## config.mk

```make
export PLATFORM = sky130hd
export DESIGN_NAME = history_top
export DESIGN_NICKNAME = d
export VERILOG_FILES = /design/src/bp_cfg_pkg.sv /design/src/bp_hist_pkg.sv /design/src/fold_compress.sv /design/src/fold_history_unit.sv /design/src/ghist_buffer.sv /design/src/history_ctrl.sv /design/src/history_top.sv
export SDC_FILE = /design/constraint.sdc
export NUM_CORES = 1
export LEC_CHECK = 0
export ABC_AREA = 1
export BUFFER_PORTS_ARGS = -buffer_cell sky130_fd_sc_hd__buf_2
export CAP_MARGIN = 20
export CELL_PAD_IN_SITES_DETAIL_PLACEMENT = 0
export CELL_PAD_IN_SITES_GLOBAL_PLACEMENT = 2
export CORE_ASPECT_RATIO = 0.5
export CORE_UTILIZATION = 29
export DETAILED_ROUTE_END_ITERATION = 10
export PLACE_DENSITY_LB_ADDON = 0.1
export SYNTH_ARGS = -nofsm -noshare
export SYNTH_HDL_FRONTEND = slang
export SYNTH_SLANG_ARGS = --single-unit
```

## constraint.sdc

```tcl
create_clock -name clk -period 3.7 [get_ports clk]
set_input_delay 0.925 -clock clk [delete_from_list [all_inputs] [get_ports clk]]
set_output_delay 0.925 -clock clk [all_outputs]
set_load 0.01 [all_outputs]
```

## src/bp_cfg_pkg.sv

```systemverilog
package bp_cfg_pkg;

    // Global history buffer, one bit per conditional branch
    localparam int GHIST_SIZE = 64;
    localparam int GHIST_IDX_W = $clog2(GHIST_SIZE);

    // Conditional branches reported per fetch block
    localparam int SLOT_NUM = 2;

    // Tagged banks and the history length each one sees
    localparam int TAGE_BANK = 4;
    localparam int TAGE_HIST_LEN [TAGE_BANK] = '{8, 13, 21, 32};

    // Folded history widths, shared by all banks
    localparam int IDX_FOLD_W = 8;
    localparam int TAG1_FOLD_W = 9; // Coprime with the index fold width
    localparam int TAG2_FOLD_W = 8;

endpackage

```

## src/bp_hist_pkg.sv

```systemverilog
package bp_hist_pkg;

    // Compressed history of one bank, index fold in the upper bits
    typedef struct packed {
        logic [bp_cfg_pkg::IDX_FOLD_W-1:0]  idx_fold;
        logic [bp_cfg_pkg::TAG1_FOLD_W-1:0] tag1_fold;
        logic [bp_cfg_pkg::TAG2_FOLD_W-1:0] tag2_fold;
    } bank_fold_t;

    // All banks, bank 0 in the lowest bits
    typedef bank_fold_t [bp_cfg_pkg::TAGE_BANK-1:0] fold_hist_t;

endpackage

```

## src/fold_compress.sv

```systemverilog
`timescale 1ns/1ps

module fold_compress #(
    parameter int COMPRESS_LENGTH = 8,
    parameter int ORIGIN_LENGTH = 10
) (
    input  logic [COMPRESS_LENGTH-1:0]      origin,
    input  logic [1:0]                      cond_num,
    input  logic                            dir,
    input  logic [bp_cfg_pkg::SLOT_NUM-1:0] reverse_dir,
    output logic [COMPRESS_LENGTH-1:0]      fold
);
    // Fold positions of the bits that leave the window
    localparam int OUT_POS0 = ORIGIN_LENGTH % COMPRESS_LENGTH;
    localparam int OUT_POS1 = (ORIGIN_LENGTH + 1) % COMPRESS_LENGTH;

    logic [COMPRESS_LENGTH-1:0] rot1;
    logic [COMPRESS_LENGTH-1:0] rot2;

    assign rot1 = {origin[COMPRESS_LENGTH-2:0], origin[COMPRESS_LENGTH-1]};
    assign rot2 = {origin[COMPRESS_LENGTH-3:0], origin[COMPRESS_LENGTH-1 -: 2]};

    always_comb begin
        fold = origin; // No new outcome, fold passes through
        case (cond_num)
            2'd1: begin
                fold = rot1;
                fold[0] = rot1[0] ^ dir;
                fold[OUT_POS0] = fold[OUT_POS0] ^ reverse_dir[0];
            end
            2'd2: begin
                // First slot is a not-taken branch, it adds nothing at bit 1
                fold = rot2;
                fold[0] = rot2[0] ^ dir;
                fold[OUT_POS1] = fold[OUT_POS1] ^ reverse_dir[0]; // Oldest bit is two older now
                fold[OUT_POS0] = fold[OUT_POS0] ^ reverse_dir[1];
            end
            default: ;
        endcase
    end

endmodule

```

## src/fold_history_unit.sv

```systemverilog
`timescale 1ns/1ps

module fold_history_unit (
    input  logic                                                   clk,
    input  logic                                                   rst_n,
    input  bp_hist_pkg::fold_hist_t                                fold_base,
    input  logic [1:0]                                             upd_cond_num,
    input  logic                                                   upd_taken,
    input  logic [bp_cfg_pkg::TAGE_BANK-1:0][bp_cfg_pkg::SLOT_NUM-1:0] age_bits,
    input  logic                                                   fold_we,
    output bp_hist_pkg::fold_hist_t                                fold_cur
);
    import bp_cfg_pkg::*;
    import bp_hist_pkg::*;

    wire fold_hist_t fold_nxt; // Driven field by field from the compressors

    for (genvar b = 0; b < TAGE_BANK; b++) begin : g_bank
        fold_compress #(
            .COMPRESS_LENGTH(IDX_FOLD_W),
            .ORIGIN_LENGTH  (TAGE_HIST_LEN[b])
        ) idx_compress_i (
            .origin     (fold_base[b].idx_fold),
            .cond_num   (upd_cond_num),
            .dir        (upd_taken),
            .reverse_dir(age_bits[b]),
            .fold       (fold_nxt[b].idx_fold)
        );

        fold_compress #(
            .COMPRESS_LENGTH(TAG1_FOLD_W),
            .ORIGIN_LENGTH  (TAGE_HIST_LEN[b])
        ) tag1_compress_i (
            .origin     (fold_base[b].tag1_fold),
            .cond_num   (upd_cond_num),
            .dir        (upd_taken),
            .reverse_dir(age_bits[b]),
            .fold       (fold_nxt[b].tag1_fold)
        );

        fold_compress #(
            .COMPRESS_LENGTH(TAG2_FOLD_W),
            .ORIGIN_LENGTH  (TAGE_HIST_LEN[b])
        ) tag2_compress_i (
            .origin     (fold_base[b].tag2_fold),
            .cond_num   (upd_cond_num),
            .dir        (upd_taken),
            .reverse_dir(age_bits[b]),
            .fold       (fold_nxt[b].tag2_fold)
        );
    end

    always_ff @(posedge clk or negedge rst_n) begin
        if (!rst_n) begin
            fold_cur <= '0;
        end else if (fold_we) begin
            fold_cur <= fold_nxt;
        end
    end

endmodule

```

## src/ghist_buffer.sv

```systemverilog
`timescale 1ns/1ps

module ghist_buffer (
    input  logic                                                       clk,
    input  logic                                                       rst_n,
    input  logic [bp_cfg_pkg::SLOT_NUM-1:0]                            wr_en,
    input  logic [bp_cfg_pkg::GHIST_IDX_W-1:0]                         wr_idx_base,
    input  logic [bp_cfg_pkg::SLOT_NUM-1:0]                            wr_bits,
    input  logic [bp_cfg_pkg::GHIST_IDX_W-1:0]                         next_pos,
    input  logic [bp_cfg_pkg::GHIST_IDX_W-1:0]                         rd_idx,
    output logic [bp_cfg_pkg::GHIST_IDX_W-1:0]                         pos,
    output logic [bp_cfg_pkg::TAGE_BANK-1:0][bp_cfg_pkg::SLOT_NUM-1:0] age_bits
);
    import bp_cfg_pkg::*;

    logic [GHIST_SIZE-1:0] ghist;

    always_ff @(posedge clk or negedge rst_n) begin
        if (!rst_n) begin
            pos <= '0;
            ghist <= '0;
        end else begin
            pos <= next_pos;
            for (int i = 0; i < SLOT_NUM; i++) begin
                if (wr_en[i]) begin
                    ghist[wr_idx_base + GHIST_IDX_W'(i)] <= wr_bits[i]; // Wraps at buffer end
                end
            end
        end
    end

    // Slot 0 is the oldest bit of the bank window, slot 1 the next one up
    always_comb begin
        for (int b = 0; b < TAGE_BANK; b++) begin
            for (int s = 0; s < SLOT_NUM; s++) begin
                age_bits[b][s] = ghist[rd_idx - GHIST_IDX_W'(TAGE_HIST_LEN[b] - s)];
            end
        end
    end

endmodule

```

## src/history_ctrl.sv

```systemverilog
`timescale 1ns/1ps

module history_ctrl (
    input  logic                                   res_en,
    input  logic [1:0]                             res_cond_num,
    input  logic                                   res_taken,
    input  logic                                   s2_redirect,
    input  logic [bp_cfg_pkg::GHIST_IDX_W-1:0]     res_redir_idx,
    input  bp_hist_pkg::fold_hist_t                res_redir_fold,
    input  logic                                   squash,
    input  logic [1:0]                             sq_cond_num,
    input  logic                                   sq_taken,
    input  logic                                   flush,
    input  logic [bp_cfg_pkg::GHIST_IDX_W-1:0]     sq_redir_idx,
    input  bp_hist_pkg::fold_hist_t                sq_redir_fold,
    input  logic [bp_cfg_pkg::GHIST_IDX_W-1:0]     pos,
    input  bp_hist_pkg::fold_hist_t                fold_cur,
    output logic [bp_cfg_pkg::SLOT_NUM-1:0]        wr_en,
    output logic [bp_cfg_pkg::GHIST_IDX_W-1:0]     wr_idx_base,
    output logic [bp_cfg_pkg::SLOT_NUM-1:0]        wr_bits,
    output logic [bp_cfg_pkg::GHIST_IDX_W-1:0]     next_pos,
    output bp_hist_pkg::fold_hist_t                fold_base,
    output logic [1:0]                             upd_cond_num,
    output logic                                   upd_taken,
    output logic                                   fold_we,
    output logic [bp_cfg_pkg::GHIST_IDX_W-1:0]     ghist_idx,
    output bp_hist_pkg::fold_hist_t                fold_hist
);
    import bp_cfg_pkg::*;

    logic restore;

    assign restore = flush | s2_redirect;

    // Squash outcome wins, redirect carries the corrected prediction result
    assign upd_cond_num = squash                 ? sq_cond_num  :
                          (res_en | s2_redirect) ? res_cond_num : 2'd0;
    assign upd_taken = squash ? sq_taken : res_taken;

    // Restore base, flush first
    assign wr_idx_base = flush       ? sq_redir_idx  :
                         s2_redirect ? res_redir_idx : pos;
    assign fold_base = flush       ? sq_redir_fold  :
                       s2_redirect ? res_redir_fold : fold_cur;

    // Earlier branches are not taken, direction goes in the last used slot
    always_comb begin
        for (int i = 0; i < SLOT_NUM; i++) begin
            wr_en[i] = upd_cond_num > 2'(i);
            wr_bits[i] = upd_taken & (upd_cond_num == 2'(i + 1));
        end
    end

    assign next_pos = wr_idx_base + GHIST_IDX_W'(upd_cond_num);
    assign fold_we = (|wr_en) | restore; // Restore loads the fold even without outcomes

    assign ghist_idx = flush       ? sq_redir_idx :
                       s2_redirect ? res_redir_idx + GHIST_IDX_W'(res_cond_num) : pos;
    assign fold_hist = fold_cur;

endmodule

```

## src/history_top.sv

```systemverilog
`timescale 1ns/1ps

module history_top (
    input  logic                               clk,
    input  logic                               rst_n,
    input  logic                               res_en,
    input  logic [1:0]                         res_cond_num,
    input  logic                               res_taken,
    input  logic                               s2_redirect,
    input  logic [bp_cfg_pkg::GHIST_IDX_W-1:0] res_redir_idx,
    input  bp_hist_pkg::fold_hist_t            res_redir_fold,
    input  logic                               squash,
    input  logic [1:0]                         sq_cond_num,
    input  logic                               sq_taken,
    input  logic                               flush,
    input  logic [bp_cfg_pkg::GHIST_IDX_W-1:0] sq_redir_idx,
    input  bp_hist_pkg::fold_hist_t            sq_redir_fold,
    output logic [bp_cfg_pkg::GHIST_IDX_W-1:0] ghist_idx,
    output bp_hist_pkg::fold_hist_t            fold_hist
);
    import bp_cfg_pkg::*;
    import bp_hist_pkg::*;

    logic [SLOT_NUM-1:0]                 wr_en;
    logic [GHIST_IDX_W-1:0]              wr_idx_base;
    logic [SLOT_NUM-1:0]                 wr_bits;
    logic [GHIST_IDX_W-1:0]              next_pos;
    logic [GHIST_IDX_W-1:0]              pos;
    logic [TAGE_BANK-1:0][SLOT_NUM-1:0]  age_bits;
    fold_hist_t                          fold_base;
    fold_hist_t                          fold_cur;
    logic [1:0]                          upd_cond_num;
    logic                                upd_taken;
    logic                                fold_we;

    history_ctrl history_ctrl_i (
        .res_en        (res_en),
        .res_cond_num  (res_cond_num),
        .res_taken     (res_taken),
        .s2_redirect   (s2_redirect),
        .res_redir_idx (res_redir_idx),
        .res_redir_fold(res_redir_fold),
        .squash        (squash),
        .sq_cond_num   (sq_cond_num),
        .sq_taken      (sq_taken),
        .flush         (flush),
        .sq_redir_idx  (sq_redir_idx),
        .sq_redir_fold (sq_redir_fold),
        .pos           (pos),
        .fold_cur      (fold_cur),
        .wr_en         (wr_en),
        .wr_idx_base   (wr_idx_base),
        .wr_bits       (wr_bits),
        .next_pos      (next_pos),
        .fold_base     (fold_base),
        .upd_cond_num  (upd_cond_num),
        .upd_taken     (upd_taken),
        .fold_we       (fold_we),
        .ghist_idx     (ghist_idx),
        .fold_hist     (fold_hist)
    );

    ghist_buffer ghist_buffer_i (
        .clk        (clk),
        .rst_n      (rst_n),
        .wr_en      (wr_en),
        .wr_idx_base(wr_idx_base),
        .wr_bits    (wr_bits),
        .next_pos   (next_pos),
        .rd_idx     (wr_idx_base), // Aging bits sit below the update base
        .pos        (pos),
        .age_bits   (age_bits)
    );

    fold_history_unit fold_history_unit_i (
        .clk         (clk),
        .rst_n       (rst_n),
        .fold_base   (fold_base),
        .upd_cond_num(upd_cond_num),
        .upd_taken   (upd_taken),
        .age_bits    (age_bits),
        .fold_we     (fold_we),
        .fold_cur    (fold_cur)
    );

endmodule

```

# After elaboration in Yosys (flattened, before gate mapping)
# Index checks and enable logic that the tools add are counted.
[classes]
n_addsub = 11
magnitude_cmp = 14
eq_ne = 2
muxes = 45
bitwise_logic = 58
reduce_logical = 3
[ops]
columns = ["cell", "n"]
rows = [
  ["$mux W100", 2],
  ["$bwmux W64", 2],
  ["$mux W64", 2],
  ["$pmux W8 S2", 8],
  ["$pmux W9 S2", 4],
  ["$lt A6 B7 Y1 const B", 10],
  ["$xor A1 B1 Y1", 53],
  ["$bmux W1 S6", 8],
  ["$mux W6", 4],
  ["$sub A6 B4 Y6 const B", 3],
  ["$sub A6 B5 Y6 const B", 3],
  ["$add A6 B2 Y6", 2],
  ["$demux W1 S6", 2],
  ["$ge A6 B1 Y1 const B", 2],
  ["$mux W1", 11],
  ["$add A6 B1 Y6 const B", 1],
  ["$sub A6 B3 Y6 const B", 1],
  ["$sub A6 B6 Y6 const B", 1],
  ["$gt A2 B1 Y1 const B", 2],
  ["$mux W2", 2],
  ["$or A1 B1 Y1", 3],
  ["$and A1 B1 Y1", 2],
  ["$eq A2 B1 Y1 const B", 1],
  ["$eq A2 B2 Y1 const B", 1],
  ["2 further kinds", 3],
]
[totals]
regBits = 170
in_bits = 224
output_inout_bits = 106
word_cells = 147

# Logic depth before layout (Yosys ltp)
# Gate-level depths: netlist of the first run.
[depth]
word_depth = 10
mapped_depth = 26

# Modules after synthesis
# Synthesis of the first run repeated with hierarchy kept, for this count alone.
[unflattened]
hier_cells = 2897
hier_area_um2 = 17083.9
[by_module_without_submodules]
columns = ["mod", "instances", "cells_each", "area_per_inst_um2"]
rows = [
  ["ghist_buffer", 1, 1109, 6442.4],
  ["fold_history_unit", 1, 422, 3802.4],
  ["history_ctrl", 1, 664, 3352.0],
  ["fold_compress (fold_history_unit_i.g_bank[0].idx_compress_i ...)", 4, 59, 291.5],
  ["fold_compress (fold_history_unit_i.g_bank[1].idx_compress_i ...)", 4, 56, 272.8],
  ["fold_compress (fold_history_unit_i.g_bank[1].tag1_compress_i ...)", 2, 60, 300.3],
  ["fold_compress (fold_history_unit_i.g_bank[0].tag1_compress_i)", 1, 62, 331.6],
  ["fold_compress (fold_history_unit_i.g_bank[3].tag1_compress_i)", 1, 60, 297.8],
]

# Worst setup path after synthesis of the first run
# OpenSTA, ideal clock, no wires.
[synth_path]
path_kind = "input port to flip-flop"
startpoint = "input port flush"
endpoint = "register, netlist name fold_history_unit_i.fold_cur[17]"
arrival_ps = 3347
setup_slack_ps = 236
stages = 23
n_path_buf = 5
cell_sequence = "buf_4 -> inv_2 -> buf_6 -> nand2_2 -> nand2_4 -> inv_2 -> buf_6 -> ha_1 -> clkbuf_1 -> clkinv_1 -> clkbuf_1 -> nand3_1 -> nand2_1 -> nand2_1 -> nand3_1 -> nand3_1 -> nand3b_1 -> nand2_1 -> nand2_1 -> nand3_1 -> nand3_1 -> nand2_1 -> nand2_1"
[synth_via]
elab_chain_len = 6
word_cells_on_any_way = 15
classes_between = "2 x add/sub; 7 x mux; 6 x bitwise"
[synth_rtl]
columns = ["element", "line", "text"]
rows = [
  ["start, declared", "history_top.sv:15", "input logic flush,"],
  ["$mux W6", "history_ctrl.sv:41", "assign wr_idx_base = flush ? sq_redir_idx :"],
  ["$sub A6 B3 Y6 or $sub A6 B4 Y6 (tied branches)", "ghist_buffer.sv:36", "age_bits[b][s] = ghist[rd_idx - GHIST_IDX_W'(TAGE_HIST_LEN[b] - s)];"],
  ["$bmux W1 S6", "ghist_buffer.sv:36", ""],
  ["$mux W1 (implied by the code)", "ghist_buffer.sv:36", ""],
  ["$xor A1 B1 Y1 (on tied branches)", "fold_compress.sv:36, fold_compress.sv:29", ""],
  ["$pmux W8 S2", "fold_compress.sv:25", "case (cond_num)"],
]
# Parallel ways exist; a longest one is shown, timed or not. The select of a mux whose other input is x is not followed.
# A chain may end at the register's enable or synchronous reset.

# Final worst setup path of the first run
[layout_path]
startpoint = "input port res_cond_num[0]"
endpoint = "output port ghist_idx[4] in the netlist's numbering"
[layout_via]
elab_chain_len = 3
[layout_rtl]
columns = ["element", "line", "text"]
rows = [
  ["start, declared", "history_top.sv:7", "input logic [1:0] res_cond_num,"],
  ["$add A6 B2 Y6", "history_ctrl.sv:58", "s2_redirect ? res_redir_idx + GHIST_IDX_W'(res_cond_num) : pos;"],
  ["$mux W6", "history_ctrl.sv:58", ""],
  ["$mux W6", "history_ctrl.sv:57", "assign ghist_idx = flush ? sq_redir_idx :"],
  ["end, declared", "history_top.sv:18", "output logic [bp_cfg_pkg::GHIST_IDX_W-1:0] ghist_idx,"],
]
# Every way passes these cells.

==> results.ini, run 1 <==
[run_status]
status=finished, final reports clean

[detailed_routing]
ant_nets=0
vias=18400
drt_pass1_iterations=8
via_per_inst=5.13
drt_iter0_markers=1569
wire_per_inst_um=20.4
routed_wl_um=73000
drc=0

[synthesis]
synth-edff-count=0
yosys.area.top_type=dfrtp_1
ys_ff_latch=170
dominantRegCellSynth=dfrtp_1
synth_nets=2798
avgSynthCellArea_um2=6.16
syn-cell-area_um2=15700
ys_warn_count=0
yosys-top-cells-area=dfrtp_1 (27%), nand2_1 (20%), nand3_1 (14%)
yosysUniqueCellTypes=48
syn_inst=2555
async_flop_share_pct=100
synth_top_area_share_pct=27.1
synth-seq-area-share_pct=27.1

[placement]
dp_cells=3540
placed_area_um2=18700
port_buffers=329
place_congestion=0.904
hpwlAfterDp_um=54800

[power_and_ir_drop]
p_leak_nw=9.11
power.density_nw_per_um2=438
max-vdd-ir-drop_uv=260

[die]
coreArea_um2=52800
die_y_um=167
num_rows=59
ios=330
start_util_pct=29.8
die-area_um2=55200
dieWidth_um=331

[cells_and_area]
nNetsFinal=3101
multi_input_area_um2=10100
drive_gt1_share_pct=21.7
final_area_um2=19300
most-common-layout-cells=nand2_1 (840), nand3_1 (447), buf_2 (327)
syn2layout_area_growth_pct=22.9
fill_cells=5928
final_common_cell=nand2_1
register_area_um2=4250
layout.cells.non_filler=3575

[sta]
slew_viol_final=0
fin_skew_ns=0.0157
fmax_mhz=290
fin_tns_setup_ns=0
post-route-min-period_ns=3.45
finalSetupViolations=0
post-route-period-util_pct=93.1
finalHoldViolCount=0
rsz0062_at_grt=false
slew_headroom_pct=34.7
worst_slew_pin_slew_ns=0.969

[setup_path]
crit_chain=buf_2 > ha_1 > inv_1 > fa_1 > or2_2 > o21ai_0 > o21ai_0 > o21ai_0 > nand2_1 > nand2_1 > buf_2
reg2reg_slack_ns=1.00
slowest_delay_ns=0.38
crit_path_end=ghist_idx[4]
crit_fanout=3
required_ns=2.77
crit_family=adder cells
rr_worst_depth=19
crit_top_cell=o21ai_0
worstSetupEndpointType=output pin
crit_slowest_cell=fa_1
worst-path-stages=11
r2r-start=ghist_buffer_i.pos[0]
crit_arrival_ns=2.52
crit_type=primary input to output pin
worstReg2RegEnd=fold_history_unit_i.fold_cur[88]
crit_path_start_kind=primary input
crit_buf_inv=3
critPathLaunch=res_cond_num[0]

[clock_tree]
cts_root_buf=clkbuf_16
cts_tree=yes
cts_resized=0
clk_pin_slew_ns=0.08
hold_buffers=0
cts_sinks=170
h-tree-depth=4
clk_latency_ns=0.47
numCtsBuffers=17
cts_setup_buffers=0
cts_buffer_depth=2

[grt]
grt_antenna_before_repair=4
grt.total_usage_pct=26.2
grt_max_degree=134
gr-total-overflow=0
grt_pass1_wl_um=111000
first_global_vias=17000

[min_path]
hold_path_class=primary input to asynchronous set/reset pin

[run]
maxCapViolCount=0

power by group:
group          internal (mW)  total, mW  switching, mW  leakage, nW
logic                   1.42       3.87           2.45         6.66
registers               2.21       2.57          0.357         2.16
clock network           1.08       2.03          0.951        0.297
total                   4.71       8.47           3.76         9.11
how the worst min path moves through the flow:
stage	slack [ns]	startpoint	to
after floorplan	0.53	fold_history_unit_i.fold_cur[75]	fold_history_unit_i.fold_cur[75]
after global placement	0.49	fold_history_unit_i.fold_cur[16]	fold_history_unit_i.fold_cur[16]
after detailed placement	0.49	fold_history_unit_i.fold_cur[0]	fold_history_unit_i.fold_cur[0]
after CTS	0.49	rst_n	ghist_buffer_i.ghist[2]
after global routing	0.49	rst_n	ghist_buffer_i.ghist[3]
final	0.47	rst_n	ghist_buffer_i.ghist[2]
flip-flops by register name (all words and copies together), names as in the netlist:
signal                        flops
ghist_buffer_i.ghist             64
ghist_buffer_i.pos                6
fold_history_unit_i.fold_cur    100
synthesized netlist by cell type, types with 2 or more instances:
| library cell | number |
|---|---|
| clkbuf_1 | 102 |
| nor4_4 | 4 |
| xor2_4 | 2 |
| xnor2_1 | 3 |
| xor2_1 | 27 |
| and2_1 | 3 |
| nor2_2 | 14 |
| nor3_4 | 2 |
| a22oi_1 | 3 |
| buf_2 | 27 |
| o21ai_0 | 254 |
| buf_1 | 19 |
| o21ai_2 | 5 |
| nand3b_1 | 18 |
| o211ai_1 | 13 |
| inv_4 | 2 |
| buf_4 | 6 |
| nor3_2 | 5 |
| o22ai_1 | 69 |
| nand3_1 | 448 |
| a21oi_1 | 62 |
| nand2_1 | 841 |
| a31oi_1 | 58 |
| nand2_2 | 16 |
| nor2_1 | 94 |
| inv_1 | 143 |
| buf_6 | 14 |
| inv_2 | 12 |
| or2_2 | 53 |
| dfrtp_1 | 170 |
| o21ai_1 | 18 |
| ha_1 | 18 |
| nand3_2 | 7 |
| nand2_4 | 6 |
| mux2i_1 | 4 |
routing by layer:
layer | up-vias | wire, um | GRT usage, %
met2 | 501 | 32400 | 40.2
met4 | 0 | 1230 | 6.01
met5 | - | 0 | 0
met1 | 8629 | 35800 | 38.3
li1 | 9164 | - | -
met3 | 57 | 3610 | 3.82
kinds of logic after synthesis:
group | count (synthesis) | synth area share, %
AOI/OAI and AO/OA | 487 | 17.0
xor gates and xnor gates | 33 | 2.12
muxes | 4 | 0.255
and+or+nand+nor | 1515 | 43.1
buffers and inverters | 327 | 8.93
DFF | 170 | 27.1
adders and majority gates | 19 | 1.56
layout make-up:
cell class | instances | share of cell area [%]
antenna | 4 | 0.0518
clock buffer | 17 | 2.20
clock inverter | 14 | 0.964
inverter | 158 | 3.14
multi-input combinational | 2058 | 52.2
sequential | 170 | 22.0
tap | 701 | 4.54
timing repair buffer | 453 | 14.9
stage by stage:
step                      power, mW  setup slack (ns)  hold slack, ns  utilization, %
final                          8.47             0.254           0.471            36.6
after global routing           9.09            0.0820           0.486            36.6
after CTS                      8.54             0.249           0.492            36.6
after detailed placement       6.47             0.102           0.492            35.5
after global placement         6.47            0.0923           0.492            35.5
after floorplan                4.82             0.236           0.534               -
(Power assumes the default switching activity.)
==> inputs of run 2 (changes only) <==
--- a/config.mk
+++ b/config.mk
@@ -11,8 +11,9 @@
 export CELL_PAD_IN_SITES_DETAIL_PLACEMENT = 0
 export CELL_PAD_IN_SITES_GLOBAL_PLACEMENT = 2
 export CORE_ASPECT_RATIO = 0.5
-export CORE_UTILIZATION = 29
+export CORE_UTILIZATION = 27
 export DETAILED_ROUTE_END_ITERATION = 10
+export GPL_TIMING_DRIVEN = 0
 export PLACE_DENSITY_LB_ADDON = 0.1
 export SYNTH_ARGS = -nofsm -noshare
 export SYNTH_HDL_FRONTEND = slang
==> constraint.sdc (replaced) <==
create_clock -name clk -period 3.13 [get_ports clk]
set_input_delay 0.7825 -clock clk [delete_from_list [all_inputs] [get_ports clk]]
set_output_delay 0.7825 -clock clk [all_outputs]
set_load 0.01 [all_outputs]
==> run 2 against run 1 <==
  * Utilization fell by 1.5 points
  * Clock-buffer cell count up 4
  * Sequential cell count did not move
  * Design area grew 4.3%
  * Clock skew decreased by 0.0053 ns
  * Clock power grew 19%
  * Worst setup slack worse by 0.20 ns
  * Hold slack got worse by 0.18 ns
  * Critical endpoint is now fold_history_unit_i.fold_cur[82]
  * Largest cell class unchanged
  * Highest routed layer unchanged
==> results.ini, run 2 (synthesis results as in run 1) <==
[die]
coreArea_um2=57500
start_util_pct=27.4
num_rows=62
die_y_um=173
ios=330
die-area_um2=59300
dieWidth_um=343

[sta]
fin_skew_ns=0.0104
finalHoldViolCount=0
post-route-period-util_pct=98.2
rsz0062_at_grt=true
finalSetupViolations=0
fmax_mhz=325
slew_viol_final=0
post-route-min-period_ns=3.07
worst_slew_pin_slew_ns=1.09
slew_headroom_pct=26.6
fin_tns_setup_ns=0

[setup_path]
crit_type=primary input to flip-flop
worstSetupEndpointType=flip-flop
required_ns=3.53
crit_path_start_kind=primary input
crit_fanout=10
crit_arrival_ns=3.47

[grt]
grt_pass1_wl_um=129000
grt_max_degree=100
grt.total_usage_pct=29.7
grt_antenna_before_repair=0
first_global_vias=18400
gr-total-overflow=0

[power_and_ir_drop]
finalPower_mw=10.6
p_leak_nw=9.30
max-vdd-ir-drop_uv=315
power.density_nw_per_um2=525

[cells_and_area]
diodes=0
final_core_util_pct=35.1
nNetsFinal=3178
reg.largest.list=fold_history_unit_i.fold_cur x100, ghist_buffer_i.ghist x64, ghist_buffer_i.pos x6
largest-register=fold_history_unit_i.fold_cur
largest_register_ffs=100
final_area_um2=20200
most-common-layout-cells=nand2_1 (820), nand3_1 (402), buf_2 (357)
final_common_cell=nand2_1
syn2layout_area_growth_pct=28.2
drive_gt1_share_pct=24.6

[clock_tree]
clk_pin_slew_ns=0.07
numCtsBuffers=17
cts_tree=yes
cts_buffer_depth=2
clk_latency_ns=0.49
h-tree-depth=4
cts_root_buf=clkbuf_16
cts_sinks=170

[detailed_routing]
routed_wl_um=89700
drt_iter0_markers=1702
vias=19500
drc=0
ant_nets=0
drt_pass1_iterations=5
wire_per_inst_um=24.2
via_per_inst=5.25

[placement]
port_buffers=328
placed_area_um2=18400
place_congestion=0.931
hpwlAfterDp_um=69600

[run_status]
status=finished, final reports clean

[min_path]
hold_path_class=primary input to asynchronous set/reset pin

[run]
maxCapViolCount=0

[run 2: changes by cell type in the layout (fill, tap and decap cells not counted), moves of 11 or more]
cell,before,now
buf_2,327,357
buf_12,24,12
clkbuf_2,0,43
nor2_1,94,83
nand2_1,840,820
nand3_1,447,402
buf_6,0,14
nand3_2,7,49
nand2_2,17,34
nor2_4,0,19
buf_4,101,33
clkbuf_1,0,50
[run 2: worst paths after layout]
kind | cells after the start | end | slack [ns] | from
setup / recovery | 12 | fold_history_unit_i.fold_cur[82] | 0.06 | s2_redirect
hold / removal | 1 | fold_history_unit_i.fold_cur[94] | 0.29 | rst_n
setup reg to reg | 20 | fold_history_unit_i.fold_cur[31] | 0.35 | ghist_buffer_i.pos[0]
hold reg to reg | 2 | fold_history_unit_i.fold_cur[73] | 0.52 | fold_history_unit_i.fold_cur[73]
max in group asynchronous | 2 | ghist_buffer_i.ghist[38] | 1.78 | rst_n
min in group clk | 2 | fold_history_unit_i.fold_cur[73] | 0.52 | fold_history_unit_i.fold_cur[73]
[run 2: cell type report]
cell class / instances / area (um2)
plain buffers: 162 / 1020
clock buffers: 21 / 440
clock inverters: 10 / 166
fillers: 6508 / 37300
inverters: 158 / 622
multi-input cells: 2058 / 10600
flip-flops and latches: 170 / 4250
well taps: 768 / 961
repair buffers: 367 / 2070
repair inverters: 1 / 8.76
[run 2: layer usage]
layer  vias up  track usage, %  routed length (um)
met1      9415            40.2               40000
li1       9325               -                   -
met2       663            48.8               42000
met5         -               0                   0
met4         0            7.69                2190
met3       107            5.02                5500
[run 2: power by group]
| group | switching [mW] | total, mW | internal, mW |
|---|---|---|---|
| Sequential | 0.468 | 3.08 | 2.62 |
| Clock | 1.08 | 2.42 | 1.34 |
| Combinational | 3.32 | 5.09 | 1.77 |
| Total | 4.87 | 10.6 | 5.72 |
[run 2: timing repair]
action,4_1_cts,5_1_grt
resized for setup,132,123
endpoints found under the setup margin,168,145
setup buffers,22,13
pin swaps,18,24
cloned,0,3
hold buffers,0,0
[run 2: stage by stage]
stage,std cells,hold WS [ns],setup slack [ns]
after floorplan,2555,0.487,0.000818
after global placement,3651,0.493,-2.12
after detailed placement,3652,0.498,-1.37
after CTS,3704,0.295,-0.149
after global routing,3715,0.318,-0.0225
final,3715,0.286,0.0572
[run 2: worst max-delay path: stages]
cell and delay (ns):
buf_2 0.14, inv_2 0.08, buf_12 0.11, buf_12 0.11
clkbuf_1 0.59, clkbuf_1 0.59, nand2_1 0.11, nand3_1 0.09
o21ai_0 0.24, o22ai_1 0.30, o21ai_0 0.18, o21ai_0 0.14
